File: src/reg_map_pkg.sv
////////////////////////////////////////////////////////////////////////////
// Router statistics register map
////////////////////////////////////////////////////////////////////////////

package reg_map_pkg;

    // Word address and register word
    typedef logic [7:0]  reg_addr_t;
    typedef logic [31:0] reg_data_t;

    ////////////////////////////////////////////////////////////////////////////
    // Register addresses
    ////////////////////////////////////////////////////////////////////////////

    localparam reg_addr_t ADDR_VERSION_ID       = 8'd0;
    localparam reg_addr_t ADDR_NUM_REGS         = 8'd1;
    localparam reg_addr_t ADDR_PORT_ENABLE_CON  = 8'd2;
    localparam reg_addr_t ADDR_PORT_ENABLE_STAT = 8'd3;
    localparam reg_addr_t ADDR_COUNTER_CON      = 8'd4;
    localparam reg_addr_t ADDR_COUNTERS_START   = 8'd5;

    // pkt, bytes, err and drop per port
    localparam int COUNTER_SLOTS_PER_PORT = 4;

    // Version 1.0 in the upper half, ID 10 in the lower half
    localparam reg_data_t MODULE_VERSION_ID = {8'd1, 8'd0, 16'd10};

    ////////////////////////////////////////////////////////////////////////////
    // Register port
    ////////////////////////////////////////////////////////////////////////////

    typedef struct packed {
        logic      wr;
        logic      rd;
        reg_addr_t addr;
        reg_data_t wdata;
    } reg_req_t;

    typedef struct packed {
        logic      rd_valid;
        logic      rd_error;
        reg_data_t rd_data;
    } reg_rsp_t;

endpackage

File: src/port_stats_pkg.sv
////////////////////////////////////////////////////////////////////////////
// Port traffic statistics types
////////////////////////////////////////////////////////////////////////////

package port_stats_pkg;

    typedef logic [31:0] count_t;

    // Counts delivered by the traffic path for one port
    typedef struct packed {
        count_t pkt;
        count_t bytes;
        count_t err;
    } port_counts_t;

    // Slot order within a port's block of counter registers
    typedef enum logic [1:0] {
        SLOT_PKT   = 2'd0,
        SLOT_BYTES = 2'd1,
        SLOT_ERR   = 2'd2,
        SLOT_DROP  = 2'd3
    } counter_slot_e;

endpackage

File: src/reg_decode.sv
////////////////////////////////////////////////////////////////////////////
// Register request decode
////////////////////////////////////////////////////////////////////////////

`timescale 1ns/1ps

module reg_decode #(
    parameter int NUM_PORTS = 8
) (
    input  logic                  clk_ifc,
    input  logic                  peripheral_sresetn_core,

    input  reg_map_pkg::reg_req_t bus_req,

    // Write side, same cycle as the strobe
    output logic                  wr_enable_con,
    output logic                  wr_counter_con,
    output reg_map_pkg::reg_data_t wdata,

    // Read side, one cycle after the strobe
    output logic                  rd_pending,
    output logic                  rd_error,
    output reg_map_pkg::reg_addr_t rd_addr
);

    // Identification and control words, then four counters per port
    localparam reg_map_pkg::reg_addr_t NUM_REGS = reg_map_pkg::reg_addr_t'(
        reg_map_pkg::ADDR_COUNTERS_START + reg_map_pkg::COUNTER_SLOTS_PER_PORT * NUM_PORTS);

    logic rd_out_of_range;

    ////////////////////////////////////////////////////////////////////////////
    // Writes
    ////////////////////////////////////////////////////////////////////////////

    // Only the two control registers accept writes
    always_comb begin
        wr_enable_con  = bus_req.wr && (bus_req.addr == reg_map_pkg::ADDR_PORT_ENABLE_CON);
        wr_counter_con = bus_req.wr && (bus_req.addr == reg_map_pkg::ADDR_COUNTER_CON);
    end

    assign wdata = bus_req.wdata;

    ////////////////////////////////////////////////////////////////////////////
    // Reads
    ////////////////////////////////////////////////////////////////////////////

    assign rd_out_of_range = (bus_req.addr >= NUM_REGS);

    always_ff @(posedge clk_ifc) begin
        if (!peripheral_sresetn_core) begin
            rd_pending <= 1'b0;
            rd_error   <= 1'b0;
        end else begin
            rd_pending <= bus_req.rd;
            rd_error   <= bus_req.rd && rd_out_of_range;
        end
    end

    // Address travels with the read, only meaningful while rd_pending
    always_ff @(posedge clk_ifc) begin
        rd_addr <= bus_req.addr;
    end

endmodule

File: src/port_stats_bank.sv
////////////////////////////////////////////////////////////////////////////
// Per-port control, status and counter snapshots
////////////////////////////////////////////////////////////////////////////

`timescale 1ns/1ps

module port_stats_bank #(
    parameter int NUM_PORTS = 8
) (
    input  logic                   clk_ifc,
    input  logic                   peripheral_sresetn_core,

    // From the decode stage
    input  logic                   wr_enable_con,
    input  logic                   wr_counter_con,
    input  reg_map_pkg::reg_data_t wdata,

    // Traffic path
    input  port_stats_pkg::port_counts_t [NUM_PORTS-1:0] port_counts,
    input  logic [NUM_PORTS-1:0]   ports_connected,
    input  logic [NUM_PORTS-1:0]   buf_full_drop,
    output logic [NUM_PORTS-1:0]   ports_enable,

    // Register contents for readback
    output reg_map_pkg::reg_data_t enable_con,
    output reg_map_pkg::reg_data_t counter_con,
    output reg_map_pkg::reg_data_t enable_stat,
    output port_stats_pkg::count_t
        [NUM_PORTS-1:0][reg_map_pkg::COUNTER_SLOTS_PER_PORT-1:0] snapshots
);

    logic [NUM_PORTS-1:0] enable_q;
    logic [NUM_PORTS-1:0] counter_q;
    logic [NUM_PORTS-1:0] connected_q;

    logic [NUM_PORTS-1:0] sample_req;
    logic [NUM_PORTS-1:0] sample_req_d;
    logic [NUM_PORTS-1:0] sample_edge;

    logic [NUM_PORTS-1:0] drop_d;
    logic [NUM_PORTS-1:0] drop_rise;

    ////////////////////////////////////////////////////////////////////////////
    // Control and status registers
    ////////////////////////////////////////////////////////////////////////////

    always_ff @(posedge clk_ifc) begin
        if (!peripheral_sresetn_core) begin
            // All ports come up enabled
            enable_q     <= '1;
            counter_q    <= '0;
            connected_q  <= '0;
            sample_req   <= '0;
            sample_req_d <= '0;
            drop_d       <= '0;
        end else begin
            if (wr_enable_con) begin
                enable_q <= wdata[NUM_PORTS-1:0];
            end
            if (wr_counter_con) begin
                counter_q <= wdata[NUM_PORTS-1:0];
            end
            connected_q  <= ports_connected;
            sample_req   <= counter_q;
            sample_req_d <= sample_req;
            drop_d       <= buf_full_drop;
        end
    end

    assign sample_edge = sample_req & ~sample_req_d;
    assign drop_rise   = buf_full_drop & ~drop_d;

    assign ports_enable = enable_q;

    // Unused upper bits read as zero
    assign enable_con  = reg_map_pkg::reg_data_t'(enable_q);
    assign counter_con = reg_map_pkg::reg_data_t'(counter_q);
    assign enable_stat = reg_map_pkg::reg_data_t'(connected_q);

    ////////////////////////////////////////////////////////////////////////////
    // Drop counters and snapshots
    ////////////////////////////////////////////////////////////////////////////

    for (genvar p = 0; p < NUM_PORTS; p++) begin : g_port
        port_stats_pkg::count_t drop_cnt;
        port_stats_pkg::count_t [reg_map_pkg::COUNTER_SLOTS_PER_PORT-1:0] snap_q;

        always_ff @(posedge clk_ifc) begin
            if (!peripheral_sresetn_core) begin
                drop_cnt <= '0;
                snap_q   <= '0;
            end else if (sample_edge[p]) begin
                snap_q[port_stats_pkg::SLOT_PKT]   <= port_counts[p].pkt;
                snap_q[port_stats_pkg::SLOT_BYTES] <= port_counts[p].bytes;
                snap_q[port_stats_pkg::SLOT_ERR]   <= port_counts[p].err;
                snap_q[port_stats_pkg::SLOT_DROP]  <= drop_cnt;
                // An edge in the snapshot cycle belongs to the next interval
                drop_cnt <= port_stats_pkg::count_t'(drop_rise[p]);
            end else if (drop_rise[p]) begin
                drop_cnt <= drop_cnt + 1'b1;
            end
        end

        assign snapshots[p] = snap_q;
    end

endmodule

File: src/reg_readback.sv
////////////////////////////////////////////////////////////////////////////
// Read data select and response
////////////////////////////////////////////////////////////////////////////

`timescale 1ns/1ps

module reg_readback #(
    parameter int NUM_PORTS = 8
) (
    input  logic                   clk_ifc,
    input  logic                   peripheral_sresetn_core,

    input  logic                   rd_pending,
    input  logic                   rd_error,
    input  reg_map_pkg::reg_addr_t rd_addr,

    input  reg_map_pkg::reg_data_t enable_con,
    input  reg_map_pkg::reg_data_t counter_con,
    input  reg_map_pkg::reg_data_t enable_stat,
    input  port_stats_pkg::count_t
        [NUM_PORTS-1:0][reg_map_pkg::COUNTER_SLOTS_PER_PORT-1:0] snapshots,

    output reg_map_pkg::reg_rsp_t  bus_rsp
);

    localparam reg_map_pkg::reg_data_t NUM_REGS = reg_map_pkg::reg_data_t'(
        reg_map_pkg::ADDR_COUNTERS_START + reg_map_pkg::COUNTER_SLOTS_PER_PORT * NUM_PORTS);

    reg_map_pkg::reg_addr_t        cnt_offset;
    logic [5:0]                    port_idx;
    port_stats_pkg::counter_slot_e slot;
    reg_map_pkg::reg_data_t        sel_data;

    logic                   rsp_valid_q;
    logic                   rsp_error_q;
    reg_map_pkg::reg_data_t rsp_data_q;

    // Counter block address split into port and slot
    assign cnt_offset = rd_addr - reg_map_pkg::ADDR_COUNTERS_START;
    assign port_idx   = cnt_offset[7:2];
    assign slot       = port_stats_pkg::counter_slot_e'(cnt_offset[1:0]);

    always_comb begin
        sel_data = '0;
        case (rd_addr)
            reg_map_pkg::ADDR_VERSION_ID:       sel_data = reg_map_pkg::MODULE_VERSION_ID;
            reg_map_pkg::ADDR_NUM_REGS:         sel_data = NUM_REGS;
            reg_map_pkg::ADDR_PORT_ENABLE_CON:  sel_data = enable_con;
            reg_map_pkg::ADDR_PORT_ENABLE_STAT: sel_data = enable_stat;
            reg_map_pkg::ADDR_COUNTER_CON:      sel_data = counter_con;
            default: begin
                if (port_idx < NUM_PORTS) begin
                    sel_data = snapshots[port_idx][slot];
                end
            end
        endcase
    end

    always_ff @(posedge clk_ifc) begin
        if (!peripheral_sresetn_core) begin
            rsp_valid_q <= 1'b0;
            rsp_error_q <= 1'b0;
        end else begin
            rsp_valid_q <= rd_pending;
            rsp_error_q <= rd_pending && rd_error;
        end
    end

    // Unmapped reads return zero
    always_ff @(posedge clk_ifc) begin
        rsp_data_q <= rd_error ? '0 : sel_data;
    end

    assign bus_rsp = '{rd_valid: rsp_valid_q, rd_error: rsp_error_q, rd_data: rsp_data_q};

endmodule

File: src/router_stats_regs.sv
////////////////////////////////////////////////////////////////////////////
// Router port statistics registers
////////////////////////////////////////////////////////////////////////////

`timescale 1ns/1ps

module router_stats_regs #(
    parameter int NUM_PORTS = 8
) (
    input  logic                  clk_ifc,
    input  logic                  peripheral_sresetn_core,

    // Register port
    input  reg_map_pkg::reg_req_t bus_req,
    output reg_map_pkg::reg_rsp_t bus_rsp,

    // Traffic path
    input  port_stats_pkg::port_counts_t [NUM_PORTS-1:0] port_counts,
    input  logic [NUM_PORTS-1:0]  ports_connected,
    input  logic [NUM_PORTS-1:0]  buf_full_drop,
    output logic [NUM_PORTS-1:0]  ports_enable
);

    logic                   wr_enable_con;
    logic                   wr_counter_con;
    reg_map_pkg::reg_data_t wdata;

    logic                   rd_pending;
    logic                   rd_error;
    reg_map_pkg::reg_addr_t rd_addr;

    reg_map_pkg::reg_data_t enable_con;
    reg_map_pkg::reg_data_t counter_con;
    reg_map_pkg::reg_data_t enable_stat;
    port_stats_pkg::count_t
        [NUM_PORTS-1:0][reg_map_pkg::COUNTER_SLOTS_PER_PORT-1:0] snapshots;

    reg_decode #(
        .NUM_PORTS               ( NUM_PORTS               )
    ) u_decode (
        .clk_ifc                 ( clk_ifc                 ),
        .peripheral_sresetn_core ( peripheral_sresetn_core ),
        .bus_req                 ( bus_req                 ),
        .wr_enable_con           ( wr_enable_con           ),
        .wr_counter_con          ( wr_counter_con          ),
        .wdata                   ( wdata                   ),
        .rd_pending              ( rd_pending              ),
        .rd_error                ( rd_error                ),
        .rd_addr                 ( rd_addr                 )
    );

    port_stats_bank #(
        .NUM_PORTS               ( NUM_PORTS               )
    ) u_stats (
        .clk_ifc                 ( clk_ifc                 ),
        .peripheral_sresetn_core ( peripheral_sresetn_core ),
        .wr_enable_con           ( wr_enable_con           ),
        .wr_counter_con          ( wr_counter_con          ),
        .wdata                   ( wdata                   ),
        .port_counts             ( port_counts             ),
        .ports_connected         ( ports_connected         ),
        .buf_full_drop           ( buf_full_drop           ),
        .ports_enable            ( ports_enable            ),
        .enable_con              ( enable_con              ),
        .counter_con             ( counter_con             ),
        .enable_stat             ( enable_stat             ),
        .snapshots               ( snapshots               )
    );

    reg_readback #(
        .NUM_PORTS               ( NUM_PORTS               )
    ) u_readback (
        .clk_ifc                 ( clk_ifc                 ),
        .peripheral_sresetn_core ( peripheral_sresetn_core ),
        .rd_pending              ( rd_pending              ),
        .rd_error                ( rd_error                ),
        .rd_addr                 ( rd_addr                 ),
        .enable_con              ( enable_con              ),
        .counter_con             ( counter_con             ),
        .enable_stat             ( enable_stat             ),
        .snapshots               ( snapshots               ),
        .bus_rsp                 ( bus_rsp                 )
    );

endmodule

File: config.mk
export PLATFORM = sky130hd
export DESIGN_NAME = router_stats_regs
export DESIGN_NICKNAME = d
export VERILOG_FILES = /design/src/reg_map_pkg.sv /design/src/port_stats_pkg.sv /design/src/reg_decode.sv /design/src/port_stats_bank.sv /design/src/reg_readback.sv /design/src/router_stats_regs.sv
export SDC_FILE = /design/constraint.sdc
export NUM_CORES = 2
export LEC_CHECK = 0
export BUFFER_PORTS_ARGS = -buffer_cell sky130_fd_sc_hd__buf_2
export CAP_MARGIN = 20
export CORE_MARGIN = 4
export CORE_UTILIZATION = 40
export CTS_CLUSTER_SIZE = 30
export DETAILED_ROUTE_END_ITERATION = 6
export SLEW_MARGIN = 20
export SYNTH_ARGS = -nofsm -noshare
export SYNTH_HDL_FRONTEND = slang
export SYNTH_SLANG_ARGS = --single-unit
File: constraint.sdc
create_clock -name clk_ifc -period 5.23 [get_ports clk_ifc]
set_input_delay 0.523 -clock clk_ifc [delete_from_list [all_inputs] [get_ports clk_ifc]]
set_output_delay 0.523 -clock clk_ifc [all_outputs]
set_load 0.02 [all_outputs]
==> implementation parameters <==
Parameter                              Value

Clock network
  Sink Count    1372
  Clock Tree Root    clkbuf_16
  Post-CTS repair timing setup buffer count    0
  Count of H-tree levels built during CTS    4
  Inserted Clock Buffers    151
  Source-to-sink clock delay at the later pin of the worst-skew pair    0.79 ns
  Clk pin slew, worst setup/hold paths    0.06 ns
  Number of buffers on the longest clock path    3
  Clock tree from TritonCTS    yes

Logic synthesis
  Seq cells post-synth    1372
  Top-area cell type share of the netlist area    0.456
  Cell variety after synth    74
  Top flip-flop cell by instance count after synthesis    dfxtp_1
  Number of enable-type register cells in the synthesized netlist    0
  Share of flip-flops with an asynchronous set or reset    0
  Number of warnings printed during yosys synthesis    0
  Average cell area after synthesis    8.63 µm²
  Sequential share of the synthesized area    0.456
  Cell type with the highest aggregate area in the netlist    dfxtp_1
  Gate count of the mapped netlist    6982
  Number of nets in the synthesized netlist    7822
  Count leader, synth    nand2_1
  Post-Syn Area    60200 µm²
  Leading cell types by total area after synthesis    dfxtp_1 (46%), nand2_1 (14%), a21boi_0 (13%)
  Most numerous cell types in the synthesized netlist    nand2_1 (2209), dfxtp_1 (1372), a21boi_0 (1027)

Timing
  Fin. Hold Viols    0
  Max Freq    234 MHz
  Unrepaired setup endpoints after global routing    false
  Final Slew Violations    0
  Fin Setup TNS    0 ns
  Final Skew    0.0355 ns
  Final period utilization    0.816
  Count of endpoints failing setup in the final report    0
  Tightest hold margin    0.0398 ns
  Max-slew headroom at the worst pin    0.163
  Slew at the pin closest to its max-slew limit    1.26 ns
  Minimum period implied by the final worst setup slack    4.27 ns
  Setup slack after layout    0.964 ns

Critical path
  Crit start category    flip-flop
  Worst r2r src    u_decode.rd_addr[3]
  Crit Path Max Fanout    25
  Endpoint required time on the critical path    5.86 ns
  Arrival time of the worst setup path    4.90 ns
  Type of destination of the critical path    flip-flop
  Worst setup path class    flip-flop to flip-flop
  Startpoint of the worst setup timing path    u_decode.rd_addr[3]

Place
  HPWL after DPL    188 mm
  Post-placement cell area    66200 µm²
  Last weighted congestion value of the routability-driven placer    0.971
  Setup slack at placement    1.14 ns
  Number of buffers inserted by port buffering    845

Floorplan
  Std cell rows    142
  Placeable core region    150000 µm²
  Die W    396 µm
  Top Ports    870
  Initial core utilization    0.402
  Height of the die    396 µm
  Die Outline Area    157000 µm²

Pwr
  Leakage power    27.7 nW
  Sw Share    0.239
  Int Pwr    18.0 mW
  Sequential share of power    0.446
  Power share of the combinational group    0.084
  Clk network pwr share    0.471
  IR drop worst, VDD    0.316 mV
  Net switching power figure    5.64 mW
  Pwr Density    305 nW/µm²

Final layout
  Final cell area excluding filler cells    77300 µm²
  Fraction of layout instances using a drive strength above 1    0.167
  Final nets    8998
  Layout overhead on the synthesized area    28.4%
  Fill count    13831

Drt
  Ratio of routed vias to standard cells    5.62
  DR vias    58031
  Detailed-route DRC error count    5
  Antenna Violating Nets Remaining    0
  WL per Instance    25.5 µm
  Initial DRC count    6763
  Routed WL    263 mm
  1st-pass router iterations    7

GRT
  Met3 track utilization from global routing    0.0651
  Global-route congestion overflow total    0
  Via count of the first global-routing pass    54634
  Pin count of the biggest net entering global routing    227
  Met1 routing resource usage after global routing    0.443
  Initial antenna violation count    42
  Met2 usage    0.475
  Overall Global Routing Usage    0.320
  Most Used Layer, Global Route    met2
  Wire length of the first global-routing pass    372 mm

Outcome
  Failing checks    DRC
  Outcome    complete, but fails checks

Flow run
  Number of max-cap violations    0

Worst hold path
  Type of the most critical hold path    input port to flip-flop
  Hold Crit Start    port_counts[734]
==> worst paths after layout <==
kind	endpoint	slack (ns)	cells past startpoint
worst min register to register	u_stats.snapshots[111]	0.46	2
worst max register to register	u_readback.rsp_data_q[10]	0.96	10
worst min-delay path	u_stats.snapshots[958]	0.04	3
worst max-delay path	u_readback.rsp_data_q[10]	0.96	10
==> cells in the final DEF (no fill, tap or decap), types with 66 or more instances in the layout <==
cell and instances:
dfxtp_1 1369, a21boi_0 1027, o21ai_0 69, o22ai_1 112
buf_2 844, nand3_1 103, xor2_1 147, clkbuf_16 157
xnor2_1 66, nor2_1 258, mux4_2 118, buf_4 84
dlygate4sd3_1 592, nand2_1 2204, and3_1 67, mux2i_1 246
==> cell type report <==
type | count | area [µm²] | area share
tap | 2016 | 2520 | 0.0326
inverter | 20 | 75.1 | 0.000971
sequential | 1372 | 27500 | 0.355
multi-input combinational | 5072 | 30900 | 0.399
antenna | 28 | 70.1 | 0.000906
timing repair buffer | 1541 | 11200 | 0.145
clock inverter | 46 | 567 | 0.00733
clock buffer | 230 | 4580 | 0.0593
==> power groups by stage <==
stage / combinational (mW) / sequential [mW] / clock [mW]
6_report: 1.98 / 10.5 / 11.1
5_1_grt: 2.04 / 10.5 / 11.6
4_1_cts: 1.94 / 10.5 / 11.2
3_5_place_dp: 1.56 / 10.8 / 0
3_3_place_gp: 1.56 / 10.8 / 0
2_1_floorplan: 0.795 / 10.7 / 0
==> stage by stage <==
step | cells | utilization | total power [mW]
detailed placement | 9428 | 0.442 | 12.3
global placement | 9428 | 0.442 | 12.3
floorplan | 6982 | - | 11.5
global route | 10313 | 0.516 | 24.2
CTS | 10296 | 0.516 | 23.7
finish | 10325 | 0.516 | 23.6
==> timing repair <==
action,CTS,global route
hold buffers,592,0
hold endpoints to repair,593,0
gates resized for setup,0,0
==> logic make-up after synthesis <==
group	after synthesis	share of synthesized area
flops	1372	0.456
fa+ha+maj	12	0.00249
xor+xnor	219	0.0325
simple gates	2967	0.205
buf+inv	538	0.0356
mux	384	0.0887
compound gates	1490	0.180
==> state kept, by name (all words and copies together) (netlist names) <==
name	count
u_stats.snapshots	1024
u_stats.g_port.drop_cnt	256
u_readback.rsp_data_q	32
u_decode.rd_addr	8
u_stats.connected_q	8
u_stats.counter_q	8
u_stats.drop_d	8
u_stats.ports_enable	8
u_stats.sample_req	8
u_stats.sample_req_d	8
u_decode.rd_error	1
u_decode.rd_pending	1
u_readback.rsp_error_q	1
u_readback.rsp_valid_q	1
==> worst max-delay path, stage by stage, from the launching register on <==
cell,delay [ns]
dfxtp_2,0.62
inv_1,0.26
xnor2_4,0.73
buf_12,0.30
buf_4,0.35
buf_4,0.25
mux2i_1,0.40
o22ai_1,0.14
nor4_1,0.70
buf_4,0.26
a211oi_1,0.07
==> layer usage <==
layer | part of all wire | vias up | wire length (µm)
met5 | 0.00023 | - | 60
met2 | 0.42 | 3019 | 112000
met3 | 0.097 | 648 | 25600
met1 | 0.42 | 28237 | 111000
met4 | 0.056 | 10 | 14600
li1 | - | 26117 | -
(Power assumes the default switching activity.)
